<file path="src/verilog/bg_pkg.sv">
// background memory geometry and video raster constants
package bg_pkg;

    // memory geometry
    // one bank holds 64 rows x 64 tile columns of colour nibbles
    localparam int ADDR_W    = 12;
    // colour nibble stored per tile in each bank
    localparam int COLOR_W   = 4;
    // bank 0 keeps the top half colours, bank 1 the bottom half
    // bank index is a single bit taken from the cpu address msb
    localparam int NUM_BANKS = 2;

    // horizontal raster, counted in pixel enables
    // total pixels per line, blanking included
    localparam int H_TOTAL   = 320;
    // first 256 pixels of each line are shown
    localparam int H_VIS     = 256;

    // vertical raster, counted in lines
    // total lines per frame
    localparam int V_TOTAL   = 264;
    // lines 0 to 223 are visible, the rest is vertical blanking
    localparam int V_VIS     = 224;

    // derived sizes
    // both raster counters fit in nine bits
    // the cpu address carries the bank bit on top of the bank address
    // a colour is one nibble of one bank at the shared address

endpackage

</file>
<file path="src/verilog/video_timing.sv">
// video timing generator with pixel enable, raster counters, blanking and line load strobe
`timescale 1ns/1ps

module video_timing (
    input  logic       clk,
    input  logic       rst_n,
    output logic       pxl_cen,
    output logic [8:0] h_cnt,
    output logic [8:0] v_cnt,
    output logic       hblank,
    output logic       vblank,
    output logic       line_load
);

    // last pixel of a line and last line of a frame
    logic h_last;
    logic v_last;

    assign h_last = (h_cnt == 9'(bg_pkg::H_TOTAL - 1));
    assign v_last = (v_cnt == 9'(bg_pkg::V_TOTAL - 1));

    // pixel enable runs at half the clock rate
    // low on the first clock after reset, then high every second clock
    always_ff @(posedge clk or negedge rst_n) begin
        if (!rst_n) begin
            pxl_cen <= 1'b0;
        end else begin
            pxl_cen <= ~pxl_cen;
        end
    end

    // horizontal counter
    // advances once per pixel, wraps from 319 back to 0
    always_ff @(posedge clk or negedge rst_n) begin
        if (!rst_n) begin
            h_cnt <= 9'd0;
        end else if (pxl_cen) begin
            if (h_last) begin
                h_cnt <= 9'd0;
            end else begin
                h_cnt <= h_cnt + 9'd1;
            end
        end
    end

    // vertical counter
    // steps only when the line wraps, frame ends after line 263
    always_ff @(posedge clk or negedge rst_n) begin
        if (!rst_n) begin
            v_cnt <= 9'd0;
        end else if (pxl_cen && h_last) begin
            if (v_last) begin
                v_cnt <= 9'd0;
            end else begin
                v_cnt <= v_cnt + 9'd1;
            end
        end
    end

    // blanking levels decoded straight from the counters
    assign hblank = (h_cnt >= 9'(bg_pkg::H_VIS));
    assign vblank = (v_cnt >= 9'(bg_pkg::V_VIS));

    // end of line strobe
    // lasts a single clock, on the pixel enable of pixel 319
    // the address generator reloads its scroll counters on it
    assign line_load = pxl_cen & h_last;

endmodule
</file>
<file path="config.mk">
export PLATFORM = sky130hd
export DESIGN_NAME = video_timing
export DESIGN_NICKNAME = d
export VERILOG_FILES = /design/src/verilog/bg_pkg.sv /design/src/verilog/video_timing.sv
export SDC_FILE = /design/constraint.sdc
export NUM_CORES = 1
export LEC_CHECK = 0
export ABC_AREA = 1
export BUFFER_PORTS_ARGS = -buffer_cell sky130_fd_sc_hd__buf_4
export CORE_MARGIN = 8
export CORE_UTILIZATION = 48
export DETAILED_ROUTE_END_ITERATION = 7
export HOLD_SLACK_MARGIN = 0.12
export PLACE_DENSITY_LB_ADDON = 0.2
export SETUP_SLACK_MARGIN = 0.2
export SYNTH_ARGS = -nofsm -noshare
export SYNTH_HDL_FRONTEND = slang
export SYNTH_SLANG_ARGS = --single-unit
</file>
<file path="constraint.sdc">
create_clock -name clk -period 1.3 [get_ports clk]
set_input_delay 0.13 -clock clk [delete_from_list [all_inputs] [get_ports clk]]
set_output_delay 0.13 -clock clk [all_outputs]
set_load 0.01 [all_outputs]
</file>
== Word level (Yosys, flattened, before mapping) ==
Index checks and enable logic that the tools add are counted.

* Output and inout bits: 22
* Register bits after elaboration: 19
* Logic and storage cells: 14
* Bits of input ports: 2

* Equality and inequality tests: 2
* Add/subtract/negate cells: 2
* Reductions and logical operators: 1
* Bitwise operators: 2
* Order comparisons: 2
* Muxes and demuxes: 2

{| class="wikitable"
|+ Operator list
! kind !! number
|-
| adder 9 x 1 -> 9 bit (second input constant) || 2
|-
| equality test 9 bit (second input constant) || 2
|-
| two-way mux 9 bit || 2
|-
| greater-or-equal comparator 9 x 8 -> 1 bit (second input constant) || 1
|-
| greater-or-equal comparator 9 bit (second input constant) || 1
|-
| AND 1 bit || 1
|-
| logical AND 1 bit || 1
|-
| NOT 1 bit || 1
|}

== Logic depth before layout (Yosys ltp) ==
* Depth in word-level cells: 2
* Mapped depth: 8
* Gate-level depth less buffers: 8

== Worst setup path after synthesis ==
OpenSTA, ideal clock, no wires.

* Kind: register -> register
* Start: register h_cnt[0]
* End: register v_cnt[5]
* Library setup time: 117 ps
* Arrival: 1202 ps
* Required time: 1183 ps
* Slack: -19 ps
* Clock period less this slack: 1319 ps
* Cell stages (with the launch flop): 8
* Path through: dfrtp_1 ha_1 nand2_4 nor2_4 nand3_4 buf_6 nand2_1 nand2_1

* Word-level cells in the longest chain between the ends: 2

{| class="wikitable"
|+ RTL lines
! element !! line !! source
|-
| start, declared || video_timing.sv:8 || <nowiki>output logic [8:0] h_cnt,</nowiki>
|-
| start signal, assigned || video_timing.sv:41 || <nowiki>h_cnt <= h_cnt + 9'd1;</nowiki>
|-
| equality test 9 bit || video_timing.sv:19 || <nowiki>assign h_last = (h_cnt == 9'(bg_pkg::H_TOTAL - 1));</nowiki>
|-
| logical AND 1 bit || video_timing.sv:51 || <nowiki>end else if (pxl_cen && h_last) begin</nowiki>
|-
| end signal, assigned || video_timing.sv:55 || <nowiki>v_cnt <= v_cnt + 9'd1;</nowiki>
|-
| end, declared || video_timing.sv:9 || <nowiki>output logic [8:0] v_cnt,</nowiki>
|}

No other way between the ends.
A chain may end at the register's enable or synchronous reset.

== Worst setup path in the final report ==
* Start: register h_cnt[1]
* End: register h_cnt[0]

* Word-level cells in the longest chain between the ends: 2

{| class="wikitable"
|+ RTL lines
! element !! line !! source
|-
| equality test 9 bit || video_timing.sv:19 ||
|-
| two-way mux 9 bit || video_timing.sv:38 || <nowiki>if (h_last) begin</nowiki>
|}

No other way between the ends.

==> impl_metrics.env <==
export IMPL_start_util=0.512
export IMPL_synthTopCellsByArea="dfrtp_1 (42%), nand2_1 (17%), inv_1 (7.9%)"
export IMPL_whs_ns=0.203
export IMPL_fin_util=0.903
export IMPL_synthArstFlopShare=1.00
export IMPL_die_h_um=64.8
export IMPL_gp_congestion=0.871
export IMPL_rr_worst_depth=10
export IMPL_hp_class="input port to async pin"
export IMPL_tightest_slew_ns=0.282
export IMPL_p_per_area_mw_per_mm2=464
export IMPL_rrSetupSlack_ns=-0.22
export IMPL_wl_per_cell_um=16.8
export IMPL_grt_max_degree=20
export IMPL_endpoint_kind="flop"
export IMPL_multiInputGateArea_sq_um=686
export IMPL_total_power_w=0.000935
export IMPL_clock_latency_ns=0.32
export IMPL_worstSetupPathType="flop to flop"
export IMPL_synthFlopType="dfrtp_1"
export IMPL_core_area_sq_mm=0.00223
export IMPL_drive_gt1_frac=0.507
export IMPL_maxCapViolCount=0
export IMPL_finalWorstSetupSlack_ns=-0.220
export IMPL_seq_area_sq_um=480
export IMPL_cp_max_fo=4
export IMPL_via_per_inst=5.37
export IMPL_max_freq_ghz=0.658
export IMPL_slew_violations=0
export IMPL_leakagePower_nw=1.07
export IMPL_synth_top_area_frac=0.416
export IMPL_num_vias=1381
export IMPL_yosysMostFrequentCell="nand2_1"
export IMPL_violations="negative setup slack"
export IMPL_grt_total_usage=0.172
export IMPL_clk_pin_slew_ns=0.13
export IMPL_status="finished, violations left"
export IMPL_final_cell_area_sq_mm=0.00202
export IMPL_regToRegEndpoint="h_cnt[0]"
export IMPL_fin_crit_sh=1.17
export IMPL_cts_sinks=19
export IMPL_drt_wl_total_um=4320
export IMPL_fin_nets=236
export IMPL_area_growth_pct=76.3
export IMPL_h_tree_depth=1
export IMPL_rsz0062_at_grt="yes"
export IMPL_cts_tree="done"
export IMPL_hpwl_um=2120
export IMPL_required_ns=1.50
export IMPL_grt_overflow_total=0
export IMPL_hold_violations=0
export IMPL_critPathLaunch="h_cnt[1]"
export IMPL_drc=0
export IMPL_setup_tns_ns=-2.31
export IMPL_synth_common_cells="nand2_1 (53), inv_1 (24), dfrtp_1 (19), nor2_1 (17), nand3_1 (13)"
export IMPL_ys_seq_area_frac=0.416
export IMPL_critical_path_startpoint_type="flop"
export IMPL_cts_root_buf="clkbuf_4"
export IMPL_setup_viol=17
export IMPL_period_needed_ns=1.52
export IMPL_worst_clock_skew_ns=0.0163
export IMPL_ys_ff_latch=19
export IMPL_cts_buffer_depth=2
export IMPL_synth_area_sq_mm=0.00114
export IMPL_die_area_sq_mm=0.00420
export IMPL_postPlaceCellArea_sq_mm=0.00145
export IMPL_cts_buffers=3
export IMPL_drtPass1Iterations=4
export IMPL_port_buffers=23
export IMPL_antenna_found_initial=0
export IMPL_num_rows=17
export IMPL_num_antenna_cells=0
export IMPL_synth_area_per_cell_sq_um=7.33
export IMPL_synth_top_area_cell="dfrtp_1"
export IMPL_critical_path_arrival_ns=1.71
export IMPL_ant_nets=0
export IMPL_grt_first_pass_wirelength_um=5710
export IMPL_r2r_start="h_cnt[1]"
export IMPL_synth_edf_count=0
export IMPL_fp_dieW_um=64.8
export IMPL_syn_nets=162
export IMPL_ir_worst_vdd_uv=420
export IMPL_relSlewSlack=0.812
export IMPL_syn_inst=156
export IMPL_synthDistinctLibCells=21
export IMPL_grt_pass1_vias=1257
export IMPL_fill_cells=90
export IMPL_drt_iter0_drc=124
export IMPL_yosysWarnings=0
export IMPL_ioPinCount=24
## logic make-up (layout without fill, tap and decap cells)
logic type | after synthesis | after routing | share of synthesized area
compound gates | 10 | 10 | 0.0460
xor+xnor | 2 | 2 | 0.0153
fa+ha+maj | 4 | 4 | 0.0438
buf+inv | 27 | 99 | 0.0985
flops | 19 | 19 | 0.416
simple gates | 94 | 95 | 0.381
## layout by cell type (no fill, tap or decap), types with 2 or more instances in the layout
cell      count
nand4_1       2
nand3_2       4
dfrtp_2       4
nand2_4       2
nand2_1      44
o21ai_2       2
nand3_4       2
clkbuf_4      3
xor2_1        2
nand3_1      10
dfrtp_1      15
nor2_1       13
inv_1        18
buf_4        31
nand2_2      10
ha_1          2
o21ai_1       2
nor2_2        2
nor2_4        5
inv_2         5
o21ai_0       3
a21oi_2       2
buf_6        37
ha_4          2
## worst max path at each step
stage	to	slack [ns]	depth (start not counted)
floorplan	v_cnt[8]	0.05	8
global placement	v_cnt[8]	0.06	7
detailed placement	v_cnt[1]	-0.03	7
CTS	line_load	-0.20	6
global route	v_cnt[8]	-0.26	9
finish	h_cnt[0]	-0.22	10
## sequential cells by signal, indices dropped and copies added (netlist names)
signal and cells:
h_cnt 9, pxl_cen 1, v_cnt 9
## stage by stage
step	std cells	setup WS, ns
final	257	-0.220
after global routing	257	-0.261
after CTS	240	-0.196
after detailed placement	217	-0.0314
after global placement	217	0.0568
after floorplan	156	0.0516
## worst max-delay path, stage by stage (launching register included)
cell and delay (ns):
dfrtp_2 0.42, ha_4 0.16, buf_4 0.11, buf_6 0.08
buf_6 0.08, buf_6 0.08, nand3_4 0.06, nor2_4 0.16
nand2_1 0.10, nand3_1 0.08, o21ai_1 0.07
## cell type report
class | instances | share of cell area
clock inverter | 1 | 0.00248
clock buffer | 3 | 0.0112
timing repair buffer | 71 | 0.345
tap | 28 | 0.0174
inverter | 24 | 0.0459
multi-input combinational | 111 | 0.340
sequential | 19 | 0.238
## power breakdown
part           switching, W  internal [W]
Clock              0.000213      0.000115
Sequential                0      0.000591
Combinational     0.0000118    0.00000401
Total              0.000225      0.000710
## repair_timing
action | 4_1_cts | 5_1_grt
resized for setup | 44 | 31
endpoints found under the setup margin | 30 | 38
hold buffers | 1 | 0
hold endpoints to repair | 19 | 0
cloned | 0 | 1
pin swaps | 7 | 7
setup buffers | 18 | 16
## layer usage
layer / up-vias / share of wire / track usage
li1: 626 / - / -
met1: 651 / 0.40 / 0.190
met2: 89 / 0.51 / 0.294
met3: 15 / 0.075 / 0.0412
met4: 0 / 0.017 / 0.0954
met5: - / 0 / 0
Power figures use the tool's default switching activity.
