[src/verilog/bg_pkg.sv]
// background memory geometry and video raster constants
package bg_pkg;

    // memory geometry
    // one bank holds 64 rows x 64 tile columns of colour nibbles
    localparam int ADDR_W    = 12;
    // colour nibble stored per tile in each bank
    localparam int COLOR_W   = 4;
    // bank 0 keeps the top half colours, bank 1 the bottom half
    // bank index is a single bit taken from the cpu address msb
    localparam int NUM_BANKS = 2;

    // horizontal raster, counted in pixel enables
    // total pixels per line, blanking included
    localparam int H_TOTAL   = 320;
    // first 256 pixels of each line are shown
    localparam int H_VIS     = 256;

    // vertical raster, counted in lines
    // total lines per frame
    localparam int V_TOTAL   = 264;
    // lines 0 to 223 are visible, the rest is vertical blanking
    localparam int V_VIS     = 224;

    // derived sizes
    // both raster counters fit in nine bits
    // the cpu address carries the bank bit on top of the bank address
    // a colour is one nibble of one bank at the shared address

endpackage

[src/verilog/bg_addr_gen.sv]
// background address generator with scroll counters, cpu write decode and shared bank address
`timescale 1ns/1ps

module bg_addr_gen (
    input  logic                                clk,
    input  logic                                rst_n,
    input  logic                                pxl_cen,
    input  logic                                line_load,
    input  logic [8:0]                          v_cnt,
    input  logic                                cpu_cs_n,
    input  logic                                cpu_wr,
    input  logic [bg_pkg::ADDR_W:0]             cpu_addr,
    input  logic [bg_pkg::COLOR_W-1:0]          cpu_din,
    input  logic [7:0]                          scroll_x,
    input  logic [8:0]                          scroll_y,
    output logic [bg_pkg::ADDR_W-1:0]           addr,
    output logic [bg_pkg::COLOR_W-1:0]          wdata,
    output logic [bg_pkg::NUM_BANKS-1:0]        bank_we,
    output logic [1:0]                          hpos_lo,
    output logic                                bank_sel
);

    // scrolled horizontal position within the 256 pixel playfield
    logic [7:0] hpos;
    // scrolled vertical position latched once per line
    logic [8:0] vpos;
    // previous cpu_wr level for the edge detector
    logic       wr_last;
    logic       wr_edge;
    // address the raster wants to read this clock
    logic [bg_pkg::ADDR_W-1:0] rd_addr;

    // horizontal counter, loadable like a pair of 161s
    // reloads with scroll_x at the end of each line
    // so pixel k of the next line sees scroll_x + k
    always_ff @(posedge clk or negedge rst_n) begin
        if (!rst_n) begin
            hpos <= 8'd0;
        end else if (pxl_cen) begin
            if (line_load) begin
                hpos <= scroll_x;
            end else begin
                // 8-bit counter wraps past 255 on its own
                hpos <= hpos + 8'd1;
            end
        end
    end

    // vertical latch
    // loaded for the coming line, so v_cnt + 1 plus the scroll
    // nine bit sum gives the mod 512 wrap for free
    always_ff @(posedge clk or negedge rst_n) begin
        if (!rst_n) begin
            vpos <= 9'd0;
        end else if (pxl_cen && line_load) begin
            vpos <= v_cnt + 9'd1 + scroll_y;
        end
    end

    // cpu write strobe is a level, a write is its rising edge
    // only counts while the chip select is held low
    always_ff @(posedge clk or negedge rst_n) begin
        if (!rst_n) begin
            wr_last <= 1'b0;
        end else begin
            wr_last <= cpu_wr;
        end
    end

    assign wr_edge = cpu_wr & ~wr_last & ~cpu_cs_n;

    // upper half of the field (vpos[8] set) is off the tile map
    // it reads entry 0 so the output shows a flat colour there
    // otherwise row from vpos[6:1], tile column from hpos[7:2]
    assign rd_addr = vpos[8] ? '0 : {vpos[6:1], hpos[7:2]};

    // write enables, one clock wide
    // address msb picks which bank takes the nibble
    always_ff @(posedge clk or negedge rst_n) begin
        if (!rst_n) begin
            bank_we <= '0;
        end else begin
            bank_we <= '0;
            if (wr_edge) begin
                bank_we[cpu_addr[bg_pkg::ADDR_W]] <= 1'b1;
            end
        end
    end

    // shared bank address
    // a write steals one clock, read address is late for that clock only
    always_ff @(posedge clk) begin
        if (wr_edge) begin
            addr  <= cpu_addr[bg_pkg::ADDR_W-1:0];
            wdata <= cpu_din;
        end else begin
            addr  <= rd_addr;
        end
    end

    // tile phase and half select go on to the output stage
    assign hpos_lo  = hpos[1:0];
    assign bank_sel = vpos[7];

endmodule

[config.mk]
export PLATFORM = sky130hd
export DESIGN_NAME = bg_addr_gen
export DESIGN_NICKNAME = d
export VERILOG_FILES = /design/src/verilog/bg_pkg.sv /design/src/verilog/bg_addr_gen.sv
export SDC_FILE = /design/constraint.sdc
export NUM_CORES = 1
export LEC_CHECK = 0
export BUFFER_PORTS_ARGS = -buffer_cell sky130_fd_sc_hd__buf_2
export CAP_MARGIN = 20
export CORE_MARGIN = 2
export CORE_UTILIZATION = 48
export DETAILED_ROUTE_END_ITERATION = 16
export HOLD_SLACK_MARGIN = 0.08
export PLACE_DENSITY = 0.79
export SETUP_SLACK_MARGIN = 0.3
export SKIP_LAST_GASP = 1
export SLEW_MARGIN = 0
export SYNTH_ARGS = -nofsm -noshare
export SYNTH_HDL_FRONTEND = slang
export SYNTH_SLANG_ARGS = --single-unit
export TNS_END_PERCENT = 10
[constraint.sdc]
create_clock -name clk -period 2.25 [get_ports clk]
set_clock_uncertainty 0.2 [all_clocks]
set_input_delay 0.1125 -clock clk [delete_from_list [all_inputs] [get_ports clk]]
set_output_delay 0.1125 -clock clk [all_outputs]
set_load 0.01 [all_outputs]
; ---- After elaboration in Yosys (flattened, before gate mapping)
; Cells that the tools add are included.
[word_totals]
input_bits = 49
output_inout_bits = 21
register_bits = 36
[classes]
n_lt_le_gt_ge = 2
muxes = 6
n_reduce_logical = 2
n_addsub = 3
n_bitwise = 4
[ops]
columns = operator, count
row1 = two-way mux 12 bit, 2
row2 = adder 9 x 1 -> 9 bit (second input constant), 1
row3 = adder 9 bit, 1
row4 = adder 8 x 1 -> 8 bit (second input constant), 1
row5 = two-way mux 8 bit, 1
row6 = AND 1 bit, 2
row7 = logical AND 1 bit, 2
row8 = < comparator 1 x 2 -> 1 bit (second input constant), 1
row9 = two-way mux 2 bit, 1
row10 = NOT 1 bit, 2
row11 = demux 1 bit (select 1 bit), 1
row12 = greater-or-equal comparator 1 bit (second input constant), 1
row13 = two-way mux 1 bit, 1

; ---- Longest topological paths before layout
[logic_depth]
depth_word = 5
mapped_depth = 6
depth_no_buf = 6

; ---- Worst setup path before layout
; Ideal clock, no wire load.
[synth_timing]
path_kind = in2reg
startpoint = in scroll_y[0]
endpoint = reg vpos[8]
setup_ps = 130
t_arrival_ps = 1691
required_ps = 1920
path_slack_ps = 229
cell_stages = 6
path_cell_list = or2_2 > fa_1 > a211o_1 > a2111oi_4 > o31a_2 > nor3_2
[synth_between]
elab_chain_cells = 1
[synth_rtl]
columns = element, line
row1 = start: declaration, bg_addr_gen.sv:15  ; input logic [8:0] scroll_y,
row2 = adder 9 bit, bg_addr_gen.sv:56  ; vpos <= v_cnt + 9'd1 + scroll_y;
row3 = end signal: assignment, bg_addr_gen.sv:56
row4 = end: declaration, bg_addr_gen.sv:26  ; logic [8:0] vpos;
; No other way between the ends.
; A chain may end at the register's enable or synchronous reset.

; ---- Worst setup path in the final report
[layout_timing]
startpoint = reg hpos[0]
endpoint = reg hpos[1]
[layout_between]
elab_chain_cells = 2
[layout_rtl]
columns = element, line
row1 = start: declaration, bg_addr_gen.sv:24  ; logic [7:0] hpos;
row2 = start signal: assignment, bg_addr_gen.sv:41  ; hpos <= scroll_x;
row3 = start signal: assignment, bg_addr_gen.sv:44  ; hpos <= hpos + 8'd1;
row4 = adder 8 x 1 -> 8 bit, bg_addr_gen.sv:44
row5 = two-way mux 8 bit, bg_addr_gen.sv:40  ; if (line_load) begin
; No other way between the ends.

==> flow_metrics.env <==
export IMPL_outcome="completed"
export IMPL_grtUsageTotal_pct=22.40
export IMPL_finalHoldViolCount=0
export IMPL_drt_iter0_markers=73
export IMPL_leakage_nw=1.187
export IMPL_postRouteWirelength_um=4378
export IMPL_chipWidth_um=65.67
export IMPL_ys_top_cells_by_count="nand2_1, o21ai_0, a21oi_1, dfrtp_1, nand2b_1"
export IMPL_ys_warn_count=0
export IMPL_relSlewSlack_pct=71.08
export IMPL_drt_drc_violations_left=0
export IMPL_critPathRequiredTime_ps=2210
export IMPL_rsz0062_at_grt="true"
export IMPL_hold_path_startpoint="scroll_y[1]"
export IMPL_critPathTopFamily="buffers and inverters"
export IMPL_detail_route_wl_per_cell_um=12.76
export IMPL_htreeDepth=2
export IMPL_cts_buffers=5
export IMPL_cts_sinks=35
export IMPL_tns_ps=0
export IMPL_synth_area_top_cells="dfrtp_1, dfxtp_1, edfxtp_1, nand2_1, ha_1"
export IMPL_tightest_slew_ps=433.9
export IMPL_antenna_found_initial=0
export IMPL_regToRegEndpoint="hpos[1]"
export IMPL_wl_met3_um=255
export IMPL_reg2reg_from="hpos[0]"
export IMPL_synth_main_ff_cell="dfrtp_1"
export IMPL_syn_area_mm2=0.001826
export IMPL_n_antenna_cell=0
export IMPL_path_cells="ha_1 -> mux2i_1 -> dlygate4sd3_1 -> a21oi_1"
export IMPL_setup_viol=0
export IMPL_initial_core_util_pct=49.86
export IMPL_yosysMostFrequentCell="nand2_1"
export IMPL_critical_path_buf_inv_count=1
export IMPL_routed_top_layer="met4"
export IMPL_worstSetupEndpointType="register"
export IMPL_grt_first_pass_wirelength_um=7383
export IMPL_min_to="vpos[1]"
export IMPL_vias=1786
export IMPL_area_delta_synth_final_pct=43.87
export IMPL_yosys_area_top_type="dfrtp_1"
export IMPL_maxSlewViolCount=0
export IMPL_arrival_ps=1880
export IMPL_ios=70
export IMPL_worst_path_max_fanout=8
export IMPL_critPathSlowestCell="dlygate4sd3_1"
export IMPL_ff2ff_path_depth=4
export IMPL_max_stage_delay_ps=570
export IMPL_clock_root_buffer="clkbuf_8"
export IMPL_port_buffers=69
export IMPL_wl_met1_um=1914
export IMPL_final_nets=352
export IMPL_drive_gt1_share_pct=30.51
export IMPL_vdd_drop_max_v=0.0003303
export IMPL_std_cell_rows=22
export IMPL_fillers=273
export IMPL_cp_start_kind="register"
export IMPL_yosysUniqueCellTypes=46
export IMPL_ys_ff_latch=35
export IMPL_avgSynthCellArea_um2=9.410
export IMPL_synthArstFlopShare_pct=54.29
export IMPL_grt_overflow=0
export IMPL_wl_met2_um=2117
export IMPL_via_per_inst=5.207
export IMPL_synth_nets=252
export IMPL_fin_crit_sh_pct=85.39
export IMPL_worst_setup_path_type="reg -> reg"
export IMPL_first_global_vias=1673
export IMPL_synth_edf_count=4
export IMPL_period_needed_ps=1921
export IMPL_grt_start_max_net_pins=31
export IMPL_worstHoldPathType="in -> reg"
export IMPL_finish_utilization_pct=71.74
export IMPL_dieArea_mm2=0.004313
export IMPL_ff2ff_setup_slack_ps=330
export IMPL_ant_nets=0
export IMPL_insertion_delay_ps=280
export IMPL_cts_tree="built"
export IMPL_drv_cap=0
export IMPL_path_depth=4
export IMPL_post_cts_buffers=0
export IMPL_cts_path_max_buffers=2
export IMPL_gp_congestion=0.8919
export IMPL_powerDensity_mw_per_mm2=683.6
export IMPL_die_h_um=65.67
export IMPL_synth_cells=194
export IMPL_first_pass_iters=4
export IMPL_fmax_ghz=0.5205
export IMPL_yosysTopAreaCellShare_pct=26.05
export IMPL_ys_seq_area_share_pct=45.78
export IMPL_hpwl_um=2760
export IMPL_cts_clk_slew_worst_paths_ps=70
export IMPL_hold_depth=3
export IMPL_core_area_mm2=0.003661
## what timing repair did
action / CTS / global route
hold buffers: 32 / 0
hold endpoints to repair: 46 / 0
gates resized for setup: 0 / 6
endpoints found under the setup margin: 0 / 3
## placed cells by master, fill, tap and decap left out, drive strengths merged, types with 3 or more instances in the layout
cell and n:
buf 71, inv 3, nor4 3, o21ai 20
nor3b 5, dfrtp 19, ha 8, nor2 5
nand3 6, edfxtp 4, nand2b 13, clkbuf 7
a21oi 19, nor3 3, o22ai 4, dlygate4sd3 32
dfxtp 12, nand2 27
## per-layer routing
metal | GRT usage [%] | vias to the layer above
li1 | - | 908
met1 | 27.29 | 785
met2 | 39.52 | 84
met3 | 2.740 | 9
met4 | 9.635 | 0
met5 | 0 | -
## how the worst max path moves through the flow
stage                      from  endpoint  slack [ps]
floorplan           scroll_y[0]   vpos[8]         320
finish                  hpos[0]   hpos[1]         330
CTS                     hpos[2]   hpos[5]         320
global placement    scroll_y[0]   vpos[8]         180
detailed placement  scroll_y[0]   vpos[8]         150
global route            hpos[0]   hpos[1]         290
## flip-flops by register name, indices dropped and copies added, names as in the netlist
signal,cells
addr,12
hpos,8
vpos,8
wdata,4
bank_we,2
wr_last,1
## tightest hold or removal path: stages
cell	delay, ps
buf_2	100
fa_2	180
mux2_2	130
## area by class of cell
cell class	instances	area (um^2)	area share, %
clock buffer	7	96.34	3.668
sequential	35	838.3	31.92
inverter	3	11.26	0.4288
timing repair buffer	103	680.7	25.92
multi-input combinational	146	932.1	35.49
clock inverter	1	7.507	0.2859
tap	48	60.06	2.287
## power breakdown
part	switching, mW	total (mW)	internal, mW
Combinational	0.229	0.480	0.251
Clock	0.219	0.497	0.278
Sequential	0.0739	0.819	0.745
## stage by stage
step / total power [mW] / hold WS (ps) / std cells / worst slack (ps) / cell area [um^2]
after floorplan: 1.087 / -383.1 / 194 / 323.5 / 1828
after global placement: 1.228 / -120.8 / 303 / 178.7 / 2195
after detailed placement: 1.240 / -127.6 / 303 / 148.8 / 2195
after CTS: 1.782 / 81.14 / 343 / 321.6 / 2619
after global routing: 1.901 / 118.9 / 343 / 286.5 / 2626
final: 1.795 / 82.47 / 343 / 328.8 / 2626
## cells by family (layout without fill, tap and decap cells)
logic type	after synthesis	in the layout	share of synthesized area [%]
compound gates	58	58	19.81
xor+xnor	2	2	0.9597
fa+ha+maj	9	9	6.580
buf+inv	13	114	3.564
flops	35	35	45.79
mux	3	3	1.714
simple gates	74	74	21.59
(Power assumes the default switching activity.)
