## src/verilog/bg_pkg.sv

```systemverilog
// background memory geometry and video raster constants
package bg_pkg;

    // memory geometry
    // one bank holds 64 rows x 64 tile columns of colour nibbles
    localparam int ADDR_W    = 12;
    // colour nibble stored per tile in each bank
    localparam int COLOR_W   = 4;
    // bank 0 keeps the top half colours, bank 1 the bottom half
    // bank index is a single bit taken from the cpu address msb
    localparam int NUM_BANKS = 2;

    // horizontal raster, counted in pixel enables
    // total pixels per line, blanking included
    localparam int H_TOTAL   = 320;
    // first 256 pixels of each line are shown
    localparam int H_VIS     = 256;

    // vertical raster, counted in lines
    // total lines per frame
    localparam int V_TOTAL   = 264;
    // lines 0 to 223 are visible, the rest is vertical blanking
    localparam int V_VIS     = 224;

    // derived sizes
    // both raster counters fit in nine bits
    // the cpu address carries the bank bit on top of the bank address
    // a colour is one nibble of one bank at the shared address

endpackage

```

## src/verilog/bg_pixel_out.sv

```systemverilog
// background pixel output stage with nibble select and tile boundary colour register
`timescale 1ns/1ps

module bg_pixel_out (
    input  logic                                        clk,
    input  logic                                        rst_n,
    input  logic                                        pxl_cen,
    input  logic                                        cpu_cs_n,
    input  logic [1:0]                                  hpos_lo,
    input  logic                                        bank_sel,
    input  logic [bg_pkg::NUM_BANKS*bg_pkg::COLOR_W-1:0] bank_q,
    output logic [bg_pkg::COLOR_W-1:0]                  bakc
);

    // tile phase 3 means the last pixel of a four pixel tile
    logic                       phase3;
    logic                       phase3_last;
    logic                       load;
    // nibble of the half picked by vpos[7]
    logic [bg_pkg::COLOR_W-1:0] nibble;

    assign phase3 = (hpos_lo == 2'b11);

    // first pixel of phase 3 only, never twice in a row
    assign load = phase3 & ~phase3_last;

    // bank 0 keeps top half colours, bank 1 the bottom half
    assign nibble = bank_q[int'(bank_sel)*bg_pkg::COLOR_W +: bg_pkg::COLOR_W];

    // previous phase flag, sampled once per pixel
    always_ff @(posedge clk or negedge rst_n) begin
        if (!rst_n) begin
            phase3_last <= 1'b0;
        end else if (pxl_cen) begin
            phase3_last <= phase3;
        end
    end

    // colour register
    // by the end of phase 3 the bank output has settled on this tile
    // cpu access holds the last colour, the shared address is busy then
    always_ff @(posedge clk or negedge rst_n) begin
        if (!rst_n) begin
            bakc <= '0;
        end else if (pxl_cen && load && cpu_cs_n) begin
            bakc <= nibble;
        end
    end

endmodule

```

## config.mk

```make
export PLATFORM = sky130hd
export DESIGN_NAME = bg_pixel_out
export DESIGN_NICKNAME = d
export VERILOG_FILES = /design/src/verilog/bg_pkg.sv /design/src/verilog/bg_pixel_out.sv
export SDC_FILE = /design/constraint.sdc
export NUM_CORES = 1
export LEC_CHECK = 0
export BUFFER_PORTS_ARGS = -buffer_cell sky130_fd_sc_hd__buf_2
export CORE_AREA = 2 2 39 41
export CTS_CLUSTER_SIZE = 30
export DETAILED_ROUTE_END_ITERATION = 6
export DIE_AREA = 0 0 41 43
export PLACE_DENSITY_LB_ADDON = 0.15
export SETUP_SLACK_MARGIN = 0.1
export SYNTH_ARGS = -nofsm -noshare
export SYNTH_HDL_FRONTEND = slang
export SYNTH_SLANG_ARGS = --single-unit
```

## constraint.sdc

```tcl
create_clock -name clk -period 2.2 [get_ports clk]
set_input_delay 0.22 -clock clk [delete_from_list [all_inputs] [get_ports clk]]
set_output_delay 0.22 -clock clk [all_outputs]
set_load 0.02 [all_outputs]
```

# Word-level counts from Yosys, hierarchy flattened
# Cells that the tools add are included.
# classes
n_shift	1
reduce_logical	2
eq_ne	1
n_lt_le_gt_ge	0
muxes	0
div	0
add_sub_neg	0
bitwise_logic	2
mul	0
# op_table
op	count
$shiftx 8x4->4	1
$eq 2x2->1 const B	1
$logic_and 1x1->1	2
$and 1x1->1	1
$not 1->1	1
# word_totals
output_inout_bits	4
romBits	0
ff_bits	5
latchBits	0
wordCells	8
mem_bits_rw	0
memories	0

# Logic depth before layout (Yosys ltp)
# Gate-level depths: netlist (run 1).
# depth
ltp_word	4
mapped_depth	3

# Worst setup path after synthesis (run 1)
# No wires, ideal clock.
# synth_path
kind	register -> register
from	register phase3_last
to	register bakc[0] (netlist name)
setup_ns	0.125
period_less_slack_ns	0.989
t_arrival_ns	0.864
slack_ns	1.211
required_time_ns	2.075
path_stages_with_launch	3
path_cell_list	dfrtp_1 nor2_4 mux2_4
# synth_between
elab_chain_len	4
# synth_lines
item	line_no	rtl
from (decl)	bg_pixel_out.sv:17	logic phase3_last;
from (signal assigned)	bg_pixel_out.sv:35	phase3_last <= phase3;
$not 1->1	bg_pixel_out.sv:25	assign load = phase3 & ~phase3_last;
$and 1x1->1	bg_pixel_out.sv:25	
$logic_and 1x1->1 (2 in series)	bg_pixel_out.sv:45	end else if (pxl_cen && load && cpu_cs_n) begin
to (signal assigned)	bg_pixel_out.sv:46	bakc <= nibble;
to (decl)	bg_pixel_out.sv:12	output logic [bg_pkg::COLOR_W-1:0] bakc
# No other way between the ends.
# A chain may end at the register's enable or synchronous reset.

# Worst setup path after layout (run 1)
# layout_path
from	register phase3_last
to	register bakc[1] (netlist name)
# The elaborated chain is that of the path after synthesis.

==> impl_metrics.yaml, run 1 <==
status:
  status: "complete, no violations"
layout:
  postLayoutCoreUtil: 0.2948
  register_area_um2: 125.1
  multi_input_area_um2: 132.6
  syn_to_final_growth_pct: 55.98
  finalNetCount: 57
  layoutNonFillerInstCount: 57
  drive_gt1_frac: 0.7317
  diodes: 0
  nFillCells: 152
sta:
  finalHoldViolCount: 0
  post-route-period-util: 0.4705
  setup_viol: 0
  post-route-min-period_ns: 1.035
  fin_setup_tns_ns: 0
  maxSlewViolCount: 0
  fmax_mhz: 966.1
  skew_ns: 0.002787
  rsz0062_at_grt: "no"
  worst_slack_ns: 1.165
  maxSlewHeadroom: 0.8792
  tightest_slew_ns: 0.1808
place:
  dp_slack_ns: 1.098
  gp_congestion: 0.5486
  port-buffer-count: 18
  dpl.cell_count: 52
synthesis:
  post_synth.cell_area_avg_um2: 14.53
  synthCells: 18
  synth_cell_types: 8
  yosysSeqAreaShare: 0.4785
  syn_area_um2: 261.5
  yosys_warnings: 0
  syn-num-nets: 33
  synth_seq_cells: 5
clock_tree:
  cts_resized: 0
  clock_latency_ns: 0.24
  cts_tree: "yes"
  cts_buffer_depth: 2
  root_buffer: "clkbuf_4"
  htreeDepth: 1
  numCtsBuffers: 3
  clk_pin_slew_ns: 0.04
  clock-sinks: 5
routing:
  via_count: 231
  drt-initial-drc-count: 3
  routed_wl_um: 585
  firstDrtPassIters: 2
  drt-vias-per-instance: 4.053
  antenna_left: 0
  wire_per_inst_um: 10.26
  drc: 0
power_and_ir_drop:
  p_int_mw: 0.2390
  comb_power_share: 0.315
  p_clk_frac: 0.312
  seqPwrFrac: 0.373
  peakVddDrop_v: 0.0002688
  p_leak_nw: 0.2044
  power_density_nw_per_um2: 823.9
  swShare: 0.2888
  finalPower_mw: 0.3360
  switchingPower_mw: 0.09706
critical_path:
  startpoint_type: "register"
  critical_path_buf_inv_count: 0
  crit_fanout: 4
  cp.required_ns: 2.32
  worstSetupEndpointType: "register"
  crit_family: "flip-flops"
  path_cells: "nor2_4, mux2_4"
  worstPathArrival_ns: 1.15
  cp_slowest_stage_delay_ns: 0.40
  criticalPathCategory: "reg2reg"
  crit_path_top_delay_cell: "dfrtp_1"
die:
  row_count: 14
  dieArea_um2: 1763
  fp.coreArea_um2: 1384
  die_w_um: 41
  start_util: 0.1890
  die_h_um: 43
  io-pin-count: 19
global_routing:
  grt.total_usage: 0.08359
  grt_max_degree: 6
  grt_pass1_vias: 216
  grt_overflow: 0
  grt_pass1_wl_um: 855
  antenna_found_initial: 0
job:
  drv_cap: 0
worst_hold_path:
  hp-class: "in2reg"
## cell usage after synthesis
master   number  area, um^2
dfrtp_1       5       125.1
mux2_4        4       60.06
o21ai_0       1       5.000
mux2_2        4       45.04
nor2_4        1       11.26
nand4_1       1       6.260
inv_1         1       3.750
nand3_1       1       5.000
## routing by layer
layer / GRT usage / vias up / routed length, um
met5: 0 / - / 0
met2: 0.1156 / 16 / 249
met1: 0.07143 / 104 / 225
li1: - / 111 / -
met4: 0.06000 / 0 / 0
met3: 0.07853 / 0 / 109
## layout by cell type, fill, tap and decap left out
cell	n
buf_2	18
clkbuf_1	1
clkbuf_4	3
dfrtp_1	5
dlygate4sd3_1	1
inv_1	1
mux2_2	4
mux2_4	4
nand3_1	1
nand4_1	1
nor2_4	1
o21ai_0	1
## final cells by class
class	instances	share of cell area
Inverter	1	0.009202
Sequential cell	5	0.3067
Timing Repair Buffer	19	0.2454
Clock buffer	4	0.06442
Multi-Input combinational cell	12	0.3252
Tap cell	16	0.04908
## state kept, by name, summed over array words and instances (netlist names)
name	count
bakc	4
phase3_last	1
## repair_timing
| item | 4_1_cts | 5_1_grt |
|---|---|---|
| buffers inserted | 0 | 0 |
| hold endpoints to repair | 5 | 0 |
| hold buffers | 1 | 0 |
| setup endpoints to repair | 0 | 0 |
## logic make-up (layout without fill, tap and decap cells)
family                 Yosys count  in the layout  share of synthesized area
AOI/OAI and AO/OA                1              1                    0.01912
buffers and inverters            1             24                    0.01434
DFF                              5              5                     0.4785
muxes                            8              8                     0.4019
and+or+nand+nor                  3              3                    0.08612
## final timing paths
path	startpoint	endpoint	slack, ns	depth (start not counted)
max	phase3_last	bakc[1]	1.16	2
min	pxl_cen	phase3_last	0.19	2
max reg2reg	phase3_last	bakc[1]	1.16	2
min reg2reg	bakc[2]	bakc[2]	0.50	1
max in group asynchronous	rst_n	bakc[1]	1.73	2
min in group asynchronous	rst_n	bakc[0]	0.33	2
## power by group through the flow
stage	clock network (mW)	logic, mW	registers (mW)
after floorplan	0	0.0385	0.153
after global placement	0	0.104	0.127
after detailed placement	0	0.105	0.127
after CTS	0.112	0.107	0.126
after global routing	0.120	0.113	0.129
final	0.105	0.106	0.125
## through the flow
step	hold WS, ns	cell area, um^2
5_1_grt	0.1801	407.9
6_report	0.1876	407.9
3_3_place_gp	0.04134	371.6
4_1_cts	0.1763	407.9
3_5_place_dp	0.04306	371.6
2_1_floorplan	-0.07559	261.5
No activity file was read; power rests on OpenSTA's default activity.
==> inputs of run 2 (changes only) <==
==> constraint.sdc (replaced) <==
create_clock -name clk -period 1 [get_ports clk]
set_input_delay 0.1 -clock clk [delete_from_list [all_inputs] [get_ports clk]]
set_output_delay 0.1 -clock clk [all_outputs]
set_load 0.02 [all_outputs]
==> impl_metrics.yaml, run 2 (same netlist as run 1, synthesis figures left out) <==
status:
  status: "complete, but fails checks"
  violations: "setup timing"
sta:
  maxSlewViolCount: 0
  setup_viol: 4
  maxSlewHeadroom: 0.8799
  rsz0062_at_grt: "yes"
  skew_ns: 0.003175
  post-route-min-period_ns: 1.009
  finalHoldViolCount: 0
  tightest_slew_ns: 0.1798
  worst_slack_ns: -0.008642
  fin_setup_tns_ns: -0.02131
  fmax_mhz: 991.4
  post-route-period-util: 1.009
clock_tree:
  root_buffer: "clkbuf_4"
  cts_buffer_depth: 2
  htreeDepth: 1
  clk_pin_slew_ns: 0.04
  cts_tree: "yes"
  postCtsSetupBuffers: 0
  clock_latency_ns: 0.23
  clock-sinks: 5
  numCtsBuffers: 3
routing:
  drt-vias-per-instance: 4.088
  antenna_left: 0
  drt-initial-drc-count: 3
  firstDrtPassIters: 2
  routed_wl_um: 569
  wire_per_inst_um: 9.982
  via_count: 233
  drc: 0
die:
  die_w_um: 41
  dieArea_um2: 1763
  start_util: 0.1890
  io-pin-count: 19
  fp.coreArea_um2: 1384
  row_count: 14
  die_h_um: 43
layout:
  nFillCells: 162
  largest-register: "bakc"
  layout_common_cells: "18 x buf_2, 5 x dfrtp_1, 4 x mux2_2, 4 x mux2_4, 3 x clkbuf_4"
  diodes: 0
  finalNetCount: 57
  final_common_cell: "buf_2"
  top_regs: "bakc (4), phase3_last (1)"
  largest_reg_flops: 4
  syn_to_final_growth_pct: 55.98
  layoutNonFillerInstCount: 57
  drive_gt1_frac: 0.7317
critical_path:
  cp.required_ns: 1.11
  crit_family: "flip-flops"
  reg2reg_depth: 2
  r2r_end: "bakc[2]"
  criticalPathCategory: "reg2reg"
  reg2reg_slack_ns: -0.009
  crit_start: "phase3_last"
  worstPathArrival_ns: 1.12
  reg2reg_from: "phase3_last"
  cp_slowest_stage_delay_ns: 0.40
  startpoint_type: "register"
  worstSetupEndpointType: "register"
  path_cells: "nor2_4, mux2_4"
  crit_fanout: 4
  critical_path_buf_inv_count: 0
  crit_path_top_delay_cell: "dfrtp_1"
place:
  gp_congestion: 0.5515
  port-buffer-count: 18
  dp_slack_ns: -0.003509
  dpl.cell_count: 52
worst_hold_path:
  hp-class: "in2reg"
  holdPathEnd: "phase3_last"
  hold_start: "pxl_cen"
  hold_depth: 2
global_routing:
  grt_max_degree: 6
  grt_pass1_vias: 212
  grt.total_usage: 0.06673
  antenna_found_initial: 0
  grt_pass1_wl_um: 724
  grt_overflow: 0
power_and_ir_drop:
  power_density_nw_per_um2: 1796
  p_leak_nw: 0.2034
  finalPower_mw: 0.7325
  peakVddDrop_v: 0.0005607
job:
  drv_cap: 0
## run 2: cell counts in the layout (fill, tap and decap cells not counted)
No cell type changed its count.
## run 2: through the flow
| step | area [um^2] | hold WS (ns) | utilization |
|---|---|---|---|
| finish | 407.9 | 0.07487 | 0.2948 |
| global route | 407.9 | 0.07880 | 0.2948 |
| CTS | 407.9 | 0.06860 | 0.2948 |
| detailed placement | 371.6 | -0.08130 | 0.2685 |
| global placement | 371.6 | -0.07958 | 0.2685 |
| floorplan | 261.5 | -0.1956 | - |
## run 2: worst reg2reg max path, stage by stage (launching register included)
cell and delay, ns:
dfrtp_1 0.40, nor2_4 0.17, mux2_4 0.32
## run 2: how the worst max path moves through the flow
| stage | endpoint | cells past startpoint | slack, ns |
|---|---|---|---|
| global route | bakc[1] | 2 | -0.04 |
| finish | bakc[2] | 2 | -0.009 |
| floorplan | bakc[0] | 2 | 0.04 |
| detailed placement | bakc[3] | 2 | -0.004 |
| CTS | bakc[2] | 2 | -0.01 |
| global placement | bakc[2] | 2 | 0.008 |
## run 2: repair_timing
action | in CTS | in global routing
hold buffers | 1 | 0
hold endpoints to repair | 5 | 0
setup endpoints to repair | 4 | 4
gates resized for setup | 0 | 0
## run 2: layer usage
layer | vias up | share of wire | routed length, um | global-route usage
li1 | 112 | - | - | -
met1 | 105 | 0.40 | 225 | 0.06250
met2 | 14 | 0.47 | 268 | 0.1000
met3 | 2 | 0.12 | 68 | 0.03141
met4 | 0 | 0.011 | 6 | 0.06000
met5 | - | 0 | 0 | 0
## run 2: power breakdown
part / switching [mW] / internal, mW / leakage (nW)
registers: 0.0262 / 0.251 / 0.0613
logic: 0.108 / 0.124 / 0.127
clock network: 0.0725 / 0.150 / 0.0150
total: 0.207 / 0.526 / 0.203
## run 2: area by class of cell
| class | instances | area [um^2] | area share |
|---|---|---|---|
| inverter | 1 | 3.754 | 0.009202 |
| sequential | 5 | 125.1 | 0.3067 |
| tap | 16 | 20.02 | 0.04908 |
| timing repair buffer | 19 | 100.1 | 0.2454 |
| clock buffer | 4 | 26.28 | 0.06442 |
| multi-input combinational | 12 | 132.6 | 0.3252 |
